**config.mk**
```make
export PLATFORM = sky130hd
export DESIGN_NAME = cpu6809_core
export DESIGN_NICKNAME = d
export VERILOG_FILES = /design/src/design/cpu6809_pkg.sv /design/src/design/cpu_sequencer.sv /design/src/design/program_counter.sv /design/src/design/alu8.sv /design/src/design/accumulator_file.sv /design/src/design/cpu6809_core.sv
export SDC_FILE = /design/constraint.sdc
export NUM_CORES = 1
export LEC_CHECK = 0
export BUFFER_PORTS_ARGS = -buffer_cell sky130_fd_sc_hd__buf_4
export CORE_UTILIZATION = 52
export DETAILED_ROUTE_END_ITERATION = 6
export PLACE_DENSITY = 0.82
export SLEW_MARGIN = 20
export SYNTH_ARGS = -nofsm -noshare
export SYNTH_HDL_FRONTEND = slang
export SYNTH_HIERARCHICAL = 1
export SYNTH_SLANG_ARGS = --single-unit
```
**constraint.sdc**
```tcl
create_clock -name clk -period 2.6 [get_ports clk]
set_input_delay 0.39 -clock clk [delete_from_list [all_inputs] [get_ports clk]]
set_output_delay 0.39 -clock clk [all_outputs]
set_load 0.01 [all_outputs]
```
**src/design/cpu6809_pkg.sv**
```systemverilog
// Shared definitions for the 6809-style core
// Address and data types, condition code bit positions,
// inherent opcode fields, ALU operation and sequencer state encodings

package cpu6809_pkg;

  // ------------------------------------------------------------------------
  // Basic types
  // ------------------------------------------------------------------------

  // Memory address and program counter value
  typedef logic [15:0] addr_t;

  // Data byte, opcode or accumulator value
  typedef logic [7:0] data_t;

  // ------------------------------------------------------------------------
  // Condition code register
  // ------------------------------------------------------------------------

  // Entire state saved
  localparam int unsigned CC_E = 7;
  // FIRQ mask
  localparam int unsigned CC_F = 6;
  // Half carry
  localparam int unsigned CC_H = 5;
  // IRQ mask
  localparam int unsigned CC_I = 4;
  // Negative
  localparam int unsigned CC_N = 3;
  // Zero
  localparam int unsigned CC_Z = 2;
  // Overflow
  localparam int unsigned CC_V = 1;
  // Carry
  localparam int unsigned CC_C = 0;

  // E, F and I set out of reset
  localparam data_t CC_RESET = 8'hD0;

  // ------------------------------------------------------------------------
  // Inherent opcode fields
  // ------------------------------------------------------------------------

  // Upper nibble picks the accumulator
  localparam logic [3:0] OPC_PAGE_A = 4'h4;
  localparam logic [3:0] OPC_PAGE_B = 4'h5;

  // Lower nibble picks the operation
  localparam logic [3:0] OPC_CLR = 4'hF;
  localparam logic [3:0] OPC_INC = 4'hC;
  localparam logic [3:0] OPC_ASL = 4'h8;
  localparam logic [3:0] OPC_ASR = 4'h7;
  localparam logic [3:0] OPC_LSR = 4'h4;
  localparam logic [3:0] OPC_COM = 4'h3;

  // ALU operation after decode
  typedef enum logic [2:0] {
    ALU_NONE,
    ALU_CLR,
    ALU_INC,
    ALU_ASL,
    ALU_ASR,
    ALU_LSR,
    ALU_COM
  } alu_op_t;

  // Master sequencer states, aligned with memory accesses
  typedef enum logic [2:0] {
    ST_VEC_HI,
    ST_VEC_LO,
    ST_FETCH,
    ST_EXEC,
    ST_HALT
  } seq_state_t;

endpackage

```
**src/design/cpu_sequencer.sv**
```systemverilog
// Master state machine of the core
// Owns the valid/ready read handshake, the instruction register
// and the one-cycle execute strobe

`timescale 1ns/10ps

module cpu_sequencer (
  input  logic                    clk,
  input  logic                    reset_b,
  input  logic                    halt_b,
  input  logic                    mem_ready,
  input  cpu6809_pkg::data_t      data_in,
  output logic                    mem_valid,
  output cpu6809_pkg::seq_state_t phase,
  output logic                    load_hi,
  output logic                    load_lo,
  output logic                    advance,
  output cpu6809_pkg::data_t      ir,
  output logic                    exec
);

  cpu6809_pkg::seq_state_t state;
  cpu6809_pkg::seq_state_t state_next;
  logic                    handshake;
  logic                    read_next;

  // Transfer completes on this edge
  assign handshake = mem_valid & mem_ready;

  // ------------------------------------------------------------------------
  // Next state
  // ------------------------------------------------------------------------
  always_comb begin
    state_next = state;
    unique case (state)
      cpu6809_pkg::ST_VEC_HI: if (handshake) state_next = cpu6809_pkg::ST_VEC_LO;
      cpu6809_pkg::ST_VEC_LO: if (handshake) state_next = cpu6809_pkg::ST_FETCH;
      cpu6809_pkg::ST_FETCH:  if (handshake) state_next = cpu6809_pkg::ST_EXEC;
      // Always a single cycle, halt checked at the instruction boundary
      cpu6809_pkg::ST_EXEC:
        state_next = halt_b ? cpu6809_pkg::ST_FETCH : cpu6809_pkg::ST_HALT;
      cpu6809_pkg::ST_HALT:   if (halt_b) state_next = cpu6809_pkg::ST_FETCH;
      default:                state_next = cpu6809_pkg::ST_VEC_HI;
    endcase
  end

  // Read request follows the state we are heading into
  assign read_next = (state_next == cpu6809_pkg::ST_VEC_HI) ||
                     (state_next == cpu6809_pkg::ST_VEC_LO) ||
                     (state_next == cpu6809_pkg::ST_FETCH);

  always_ff @(posedge clk or negedge reset_b) begin
    if (!reset_b) begin
      state     <= cpu6809_pkg::ST_VEC_HI;
      mem_valid <= 1'b0;
    end else begin
      state     <= state_next;
      // Held while stalled, since state does not move without ready
      mem_valid <= read_next;
    end
  end

  // Opcode latch on the fetch handshake
  always_ff @(posedge clk or negedge reset_b) begin
    if (!reset_b) begin
      ir <= 8'h00;
    end else if (handshake && (state == cpu6809_pkg::ST_FETCH)) begin
      ir <= data_in;
    end
  end

  // ------------------------------------------------------------------------
  // Pulses to the program counter, already qualified by the handshake
  // ------------------------------------------------------------------------
  assign load_hi = handshake && (state == cpu6809_pkg::ST_VEC_HI);
  assign load_lo = handshake && (state == cpu6809_pkg::ST_VEC_LO);
  assign advance = handshake && (state == cpu6809_pkg::ST_FETCH);

  assign exec  = (state == cpu6809_pkg::ST_EXEC);
  assign phase = state;

endmodule

```
**src/design/program_counter.sv**
```systemverilog
// Program counter of the core
// Reset vector load, post-fetch increment and fetch address select

`timescale 1ns/10ps

module program_counter #(
  parameter cpu6809_pkg::addr_t RESET_VECTOR = 16'hFFFE
) (
  input  logic                    clk,
  input  logic                    reset_b,
  input  cpu6809_pkg::seq_state_t phase,
  input  logic                    load_hi,
  input  logic                    load_lo,
  input  logic                    advance,
  input  cpu6809_pkg::data_t      data_in,
  output cpu6809_pkg::addr_t      mem_addr
);

  // Points at the next opcode to fetch
  cpu6809_pkg::addr_t pc_q;

  // ------------------------------------------------------------------------
  // Register update
  // ------------------------------------------------------------------------
  always_ff @(posedge clk or negedge reset_b) begin
    if (!reset_b) begin
      pc_q <= 16'h0000;
    end else if (load_hi) begin
      // Big-endian vector, high byte first
      pc_q <= {data_in, 8'h00};
    end else if (load_lo) begin
      pc_q[7:0] <= data_in;
    end else if (advance) begin
      pc_q <= pc_q + 16'd1;
    end
  end

  // ------------------------------------------------------------------------
  // Address mux
  // ------------------------------------------------------------------------
  always_comb begin
    unique case (phase)
      cpu6809_pkg::ST_VEC_HI: mem_addr = RESET_VECTOR;
      cpu6809_pkg::ST_VEC_LO: mem_addr = RESET_VECTOR + 16'd1;
      // Fetch, execute and halt all show the PC
      default:                mem_addr = pc_q;
    endcase
  end

endmodule

```
**src/design/alu8.sv**
```systemverilog
// 8-bit ALU for the inherent accumulator instructions
// Opcode decode, shift and arithmetic results, condition code rules

`timescale 1ns/10ps

module alu8 (
  input  cpu6809_pkg::data_t ir,
  input  cpu6809_pkg::data_t operand,
  input  cpu6809_pkg::data_t cc,
  output cpu6809_pkg::data_t result,
  output cpu6809_pkg::data_t cc_next,
  output logic               write_en
);

  cpu6809_pkg::alu_op_t op;
  logic                 page_hit;

  // ------------------------------------------------------------------------
  // Decode
  // ------------------------------------------------------------------------

  // Only the two inherent accumulator pages
  assign page_hit = (ir[7:4] == cpu6809_pkg::OPC_PAGE_A) ||
                    (ir[7:4] == cpu6809_pkg::OPC_PAGE_B);

  always_comb begin
    op = cpu6809_pkg::ALU_NONE;
    if (page_hit) begin
      unique case (ir[3:0])
        cpu6809_pkg::OPC_CLR: op = cpu6809_pkg::ALU_CLR;
        cpu6809_pkg::OPC_INC: op = cpu6809_pkg::ALU_INC;
        cpu6809_pkg::OPC_ASL: op = cpu6809_pkg::ALU_ASL;
        cpu6809_pkg::OPC_ASR: op = cpu6809_pkg::ALU_ASR;
        cpu6809_pkg::OPC_LSR: op = cpu6809_pkg::ALU_LSR;
        cpu6809_pkg::OPC_COM: op = cpu6809_pkg::ALU_COM;
        default:              op = cpu6809_pkg::ALU_NONE;
      endcase
    end
  end

  // Unknown opcodes behave as no-ops
  assign write_en = (op != cpu6809_pkg::ALU_NONE);

  // ------------------------------------------------------------------------
  // Result and flags
  // ------------------------------------------------------------------------
  always_comb begin
    result  = operand;
    cc_next = cc;

    unique case (op)
      cpu6809_pkg::ALU_CLR: begin
        result                   = 8'h00;
        cc_next[cpu6809_pkg::CC_V] = 1'b0;
        cc_next[cpu6809_pkg::CC_C] = 1'b0;
      end
      cpu6809_pkg::ALU_INC: begin
        result                   = operand + 8'd1;
        // Signed wrap from +127 only, carry untouched
        cc_next[cpu6809_pkg::CC_V] = (operand == 8'h7F);
      end
      cpu6809_pkg::ALU_ASL: begin
        result                   = {operand[6:0], 1'b0};
        cc_next[cpu6809_pkg::CC_C] = operand[7];
        cc_next[cpu6809_pkg::CC_V] = operand[7] ^ operand[6];
      end
      cpu6809_pkg::ALU_ASR: begin
        // Sign bit replicated, V left alone
        result                   = {operand[7], operand[7:1]};
        cc_next[cpu6809_pkg::CC_C] = operand[0];
      end
      cpu6809_pkg::ALU_LSR: begin
        result                   = {1'b0, operand[7:1]};
        cc_next[cpu6809_pkg::CC_C] = operand[0];
      end
      cpu6809_pkg::ALU_COM: begin
        result                   = ~operand;
        cc_next[cpu6809_pkg::CC_V] = 1'b0;
        cc_next[cpu6809_pkg::CC_C] = 1'b1;
      end
      default: begin
        result = operand;
      end
    endcase

    // N and Z follow the result for every operation
    cc_next[cpu6809_pkg::CC_N] = result[7];
    cc_next[cpu6809_pkg::CC_Z] = (result == 8'h00);

    // Mask and half carry bits pass through
    cc_next[cpu6809_pkg::CC_E] = cc[cpu6809_pkg::CC_E];
    cc_next[cpu6809_pkg::CC_F] = cc[cpu6809_pkg::CC_F];
    cc_next[cpu6809_pkg::CC_H] = cc[cpu6809_pkg::CC_H];
    cc_next[cpu6809_pkg::CC_I] = cc[cpu6809_pkg::CC_I];
  end

endmodule

```
**src/design/accumulator_file.sv**
```systemverilog
// Accumulators A and B and the condition code register
// Operand select by opcode bit 4, write-back in the execute cycle

`timescale 1ns/10ps

module accumulator_file (
  input  logic               clk,
  input  logic               reset_b,
  input  cpu6809_pkg::data_t ir,
  input  logic               exec,
  input  logic               write_en,
  input  cpu6809_pkg::data_t result,
  input  cpu6809_pkg::data_t cc_next,
  output cpu6809_pkg::data_t operand,
  output cpu6809_pkg::data_t cc,
  output cpu6809_pkg::data_t a_out,
  output cpu6809_pkg::data_t b_out
);

  cpu6809_pkg::data_t a_q;
  cpu6809_pkg::data_t b_q;
  cpu6809_pkg::data_t cc_q;
  logic               sel_b;
  logic               wr;

  // Page 0x5 targets B, page 0x4 targets A
  assign sel_b = ir[4];

  // Only a decoded instruction in its execute cycle writes
  assign wr = exec & write_en;

  // ------------------------------------------------------------------------
  // Register update
  // ------------------------------------------------------------------------
  always_ff @(posedge clk or negedge reset_b) begin
    if (!reset_b) begin
      a_q  <= 8'h00;
      b_q  <= 8'h00;
      cc_q <= cpu6809_pkg::CC_RESET;
    end else if (wr) begin
      if (sel_b) begin
        b_q <= result;
      end else begin
        a_q <= result;
      end
      cc_q <= cc_next;
    end
  end

  // ALU source
  assign operand = sel_b ? b_q : a_q;

  // Observation and flag feedback
  assign cc    = cc_q;
  assign a_out = a_q;
  assign b_out = b_q;

endmodule

```
**src/design/cpu6809_core.sv**
```systemverilog
// Top level of the 6809-style front end
// Sequencer, program counter, ALU and accumulator file wired together

`timescale 1ns/10ps

module cpu6809_core #(
  parameter cpu6809_pkg::addr_t RESET_VECTOR = 16'hFFFE
) (
  input  logic               clk,
  input  logic               reset_b,
  input  logic               halt_b,
  output logic               mem_valid,
  input  logic               mem_ready,
  output cpu6809_pkg::addr_t mem_addr,
  input  cpu6809_pkg::data_t data_in,
  output cpu6809_pkg::data_t a_out,
  output cpu6809_pkg::data_t b_out,
  output cpu6809_pkg::data_t cc_out
);

  // ------------------------------------------------------------------------
  // Internal wiring
  // ------------------------------------------------------------------------

  // Sequencer to program counter
  cpu6809_pkg::seq_state_t phase;
  logic                    load_hi;
  logic                    load_lo;
  logic                    advance;

  // Instruction and execute strobe
  cpu6809_pkg::data_t ir;
  logic               exec;

  // Datapath
  cpu6809_pkg::data_t operand;
  cpu6809_pkg::data_t cc;
  cpu6809_pkg::data_t result;
  cpu6809_pkg::data_t cc_next;
  logic               write_en;

  // ------------------------------------------------------------------------
  // Instances
  // ------------------------------------------------------------------------
  cpu_sequencer i_cpu_sequencer (
    .clk       (clk),
    .reset_b   (reset_b),
    .halt_b    (halt_b),
    .mem_ready (mem_ready),
    .data_in   (data_in),
    .mem_valid (mem_valid),
    .phase     (phase),
    .load_hi   (load_hi),
    .load_lo   (load_lo),
    .advance   (advance),
    .ir        (ir),
    .exec      (exec)
  );

  program_counter #(
    .RESET_VECTOR (RESET_VECTOR)
  ) i_program_counter (
    .clk      (clk),
    .reset_b  (reset_b),
    .phase    (phase),
    .load_hi  (load_hi),
    .load_lo  (load_lo),
    .advance  (advance),
    .data_in  (data_in),
    .mem_addr (mem_addr)
  );

  alu8 i_alu8 (
    .ir       (ir),
    .operand  (operand),
    .cc       (cc),
    .result   (result),
    .cc_next  (cc_next),
    .write_en (write_en)
  );

  accumulator_file i_accumulator_file (
    .clk      (clk),
    .reset_b  (reset_b),
    .ir       (ir),
    .exec     (exec),
    .write_en (write_en),
    .result   (result),
    .cc_next  (cc_next),
    .operand  (operand),
    .cc       (cc),
    .a_out    (a_out),
    .b_out    (b_out)
  );

  // CC observed straight from the register
  assign cc_out = cc;

endmodule

```
==> results.md <==
- GRT Util Overall: around a quarter
- Worst EP arrival: ~2.8 ns
- Final setup fails: 0
- DIE HEIGHT: 83.5 µm
- Fin. Hold Viols: 0
- Vias in the first global route: ~2900
- Core ar.: between 6000 and 7000 µm²
- Synth Area in Compound Gates: 14.5%
- Top Ports: 53
- Antenna cells: 0
- GRT overflow: 0
- Placed Instances: about 470
- Depth of the CTS H-tree: 2
- P_sw: about 0.0016 W
- VDD IR max: just under 0.8 mV
- TritonCTS Buffers: 5
- Mean cell area of the mapped netlist: roughly 10 µm²
- CTS tree: built
- Asr flop ratio synth: 100%
- Adder-cell share of the synthesized area: under 10%
- RePlAce Congestion: a little over 0.9
- Hold_ws: about 0.10 ns
- Crit path setup slack, layout: roughly 0.047 ns
- Clock tree buffer depth: 2
- Post-synthesis cell type count: 70
- Row cnt: 29
- Hold_buf cts: 0
- Clock skew: 0.0116 ns
- Worst relative slew slack: 57.0%
- Worst Setup EP: i_accumulator_file/cc[2]
- Port buffer count: 52
- Startpoint types: flop
- Post-synthesis cell count: 346
- Period utilization: a little under 100%
- R2r worst-path depth: 9
- Fin cells: about 480
- Hold Crit Class: primary input to asynchronous set/reset pin
- Place WS: between 0.004 and 0.005 ns
- RR Endpoint: i_accumulator_file/cc[2]
- F_max: about 0.4 GHz
- Met1 Wirelength: between 3 and 4 mm
- Post-synthesis mux area share: 15.7%
- CP max FO: 5
- Starting Density: 54.1%
- Combinational family with the most area after synthesis: simple AND/OR/NAND/NOR gates
- Reg2reg setup slack: approximately 0.047 ns
- MaxCap Viol Count: 0
- Clock Power Share: around 15%
- Min Tclk post-route: ~2.6 ns
- Reg2reg start: i_cpu_sequencer/ir[4]
- Area of the multi-input gates: between 2000 and 2500 µm²
- DRC viols: 0
- Final slew viol count: 0
- Root buffer cell: clkbuf_8
- Drt via density: approximately 6.2
- Mapped Nets: 361
- Post-synthesis simple-gate area fraction: 22.1%
- First-pass GRT wire length: ~14 mm
- Sw Share: about two fifths
- Power density over the cells: about 980 nW/µm²
- Share of layout cells above drive strength 1: just over 40%
- Area delta synth->final: 19.1%
- Leak Pwr: 1.89 nW
- Most frequent cells in the layout: 70 x buf_4, 48 x dfrtp_1, 29 x mux2_2
- Register area share after synthesis: between 30% and 40%
- Met2 wire length: 3.97 mm
- Post-synth EDFFs: 0
- WP data required: 2.85 ns
- #FFs+latches synth: 52
- CTS Sinks: 52
- First-pass iteration count of the detailed router: 5
- Metal3 WL: 514 µm
- Die X: ~84 µm
- Setup_tns: 0 ns
- Leading cell type in the layout, fill and taps excluded: buf_4
- Routed wire length per instance: 17.1 µm
- Total number of vias: ~2900
- Slew at the pin with the worst max-slew slack: ~0.65 ns
- Crit Path Class: flop to flop
- Final wirelength: 8.13 mm
- Final net count: approximately 410
- Seq pwr share: 34.4%
- Largest net degree at the start of global routing: 53
- Register Area: between 1000 and 1500 µm²
- Pwr Total: 0.00401 W
- Synth Area in XOR/XNOR: under 10%
- Remaining antenna violation count: 0
- Worst-path clk slew: around 0.09 ns
- YS warnings: 6
- Initial drt markers: 196
- Initial antenna violation count: 0
- CP Capture Type: flop
- Crit path launch: i_cpu_sequencer/ir[4]
- Fill count: about 500
- HPWL after DPL: roughly 6 mm
- Max Used Layer: met4
- Status: finished clean
- Synthesized cell area: between 3000 and 4000 µm²
- Worst skew pair latency: around 0.31 ns
- Primary FF master, synth: dfrtp_1
- Internal Power: about 0.0024 W
- Die Area: 6970 µm²
- Comb power frac: around 50%
==> final cells by class <==
| type | count | share of cell area (%) |
|---|---|---|
| inverters | 11 | 1.00 |
| repair buffers | 70 | 12.8 |
| multi-input cells | 257 | 49.1 |
| clock inverters | 1 | 0.730 |
| clock buffers | 7 | 2.34 |
| well taps | 77 | 2.34 |
| flip-flops and latches | 52 | 31.7 |
==> power by group through the flow <==
stage	Combinational (W)	Sequential, W	Clock (W)
6_report	0.00202	0.00138	0.000607
3_5_place_dp	0.00194	0.00138	0
3_3_place_gp	0.00189	0.00136	0
2_1_floorplan	0.00147	0.00123	0
4_1_cts	0.00196	0.00136	0.000619
5_1_grt	0.00219	0.00143	0.000651
==> synth_stat cells (4+ instances only) <==
master    count  share of area, %
a21oi_1      15               2.2
nor2b_1       4              0.72
or3_1         4              0.72
nand2_1      21               2.3
inv_1        11               1.2
nand3_1      10               1.4
buf_4         5               1.1
mux2i_1       5               1.4
clkbuf_1      7              0.76
o31ai_1       4              0.87
mux2_2       33                11
dfrtp_1      49                35
or2_2        14               2.5
nor4_1        7               1.3
nor2_1       25               2.7
mux2_4        8               3.5
buf_6         5               1.6
xor2_1        4               1.0
nand4_1       9               1.6
buf_2         5              0.72
o21ai_0      17               2.5
xnor2_1       7               1.8
==> worst min-delay path by stage <==
stage          startpoint                          end  slack, ns  cells after the start
6_report          reset_b  i_accumulator_file/b_out[2]       0.10                      1
5_1_grt           reset_b  i_accumulator_file/b_out[6]       0.15                      1
4_1_cts           reset_b  i_accumulator_file/a_out[2]       0.12                      1
3_5_place_dp      reset_b  i_accumulator_file/a_out[2]       0.46                      1
3_3_place_gp      reset_b  i_accumulator_file/a_out[2]       0.45                      1
2_1_floorplan     reset_b  i_accumulator_file/a_out[0]       0.09                      0
==> worst max-delay path, stage by stage (launching register included) <==
cell       delay (ns)
dfrtp_2          0.46
mux2_4           0.32
ha_1             0.21
and3_1           0.21
nand3_1          0.12
a2111oi_1        0.09
a221o_1          0.33
or3_4            0.37
nor4_4           0.21
mux2_4           0.18
==> logic make-up (layout without fill, tap and decap cells) <==
kind of cell	count (synthesis)	after routing
and+or+nand+nor	125	125
AOI/OAI and AO/OA	72	72
DFF	52	52
muxes	46	46
buffers and inverters	37	89
xor gates and xnor gates	11	11
adders and majority gates	3	3
==> what timing repair did <==
action / 4_1_cts / 5_1_grt
endpoints found under the setup margin: 1 / 4
resized for setup: 3 / 15
gates cloned: 0 / 0
setup buffers: 1 / 1
pin swaps: 0 / 1
==> per-stage QoR <==
stage	instance area, µm²	utilization, %
global placement	3910	61.2
CTS	4050	63.4
finish	4120	64.4
global route	4120	64.4
floorplan	3450	-
detailed placement	3910	61.2
==> registers in the layout, indices dropped and copies added (netlist names) <==
| register | flops |
|---|---|
| i_cpu_sequencer/phase | 3 |
| i_accumulator_file/a_out | 8 |
| i_program_counter/pc_q | 16 |
| i_cpu_sequencer/ir | 8 |
| i_cpu_sequencer/mem_valid | 1 |
| i_accumulator_file/cc | 8 |
| i_accumulator_file/b_out | 8 |
==> routing by layer <==
| layer | vias to the layer above | GRT usage [%] |
|---|---|---|
| met5 | - | 0 |
| met4 | 0 | 6.32 |
| met3 | 14 | 4.65 |
| met2 | 128 | 40.5 |
| met1 | 1419 | 32.0 |
| li1 | 1377 | - |
No activity file was read; power rests on OpenSTA's default activity.
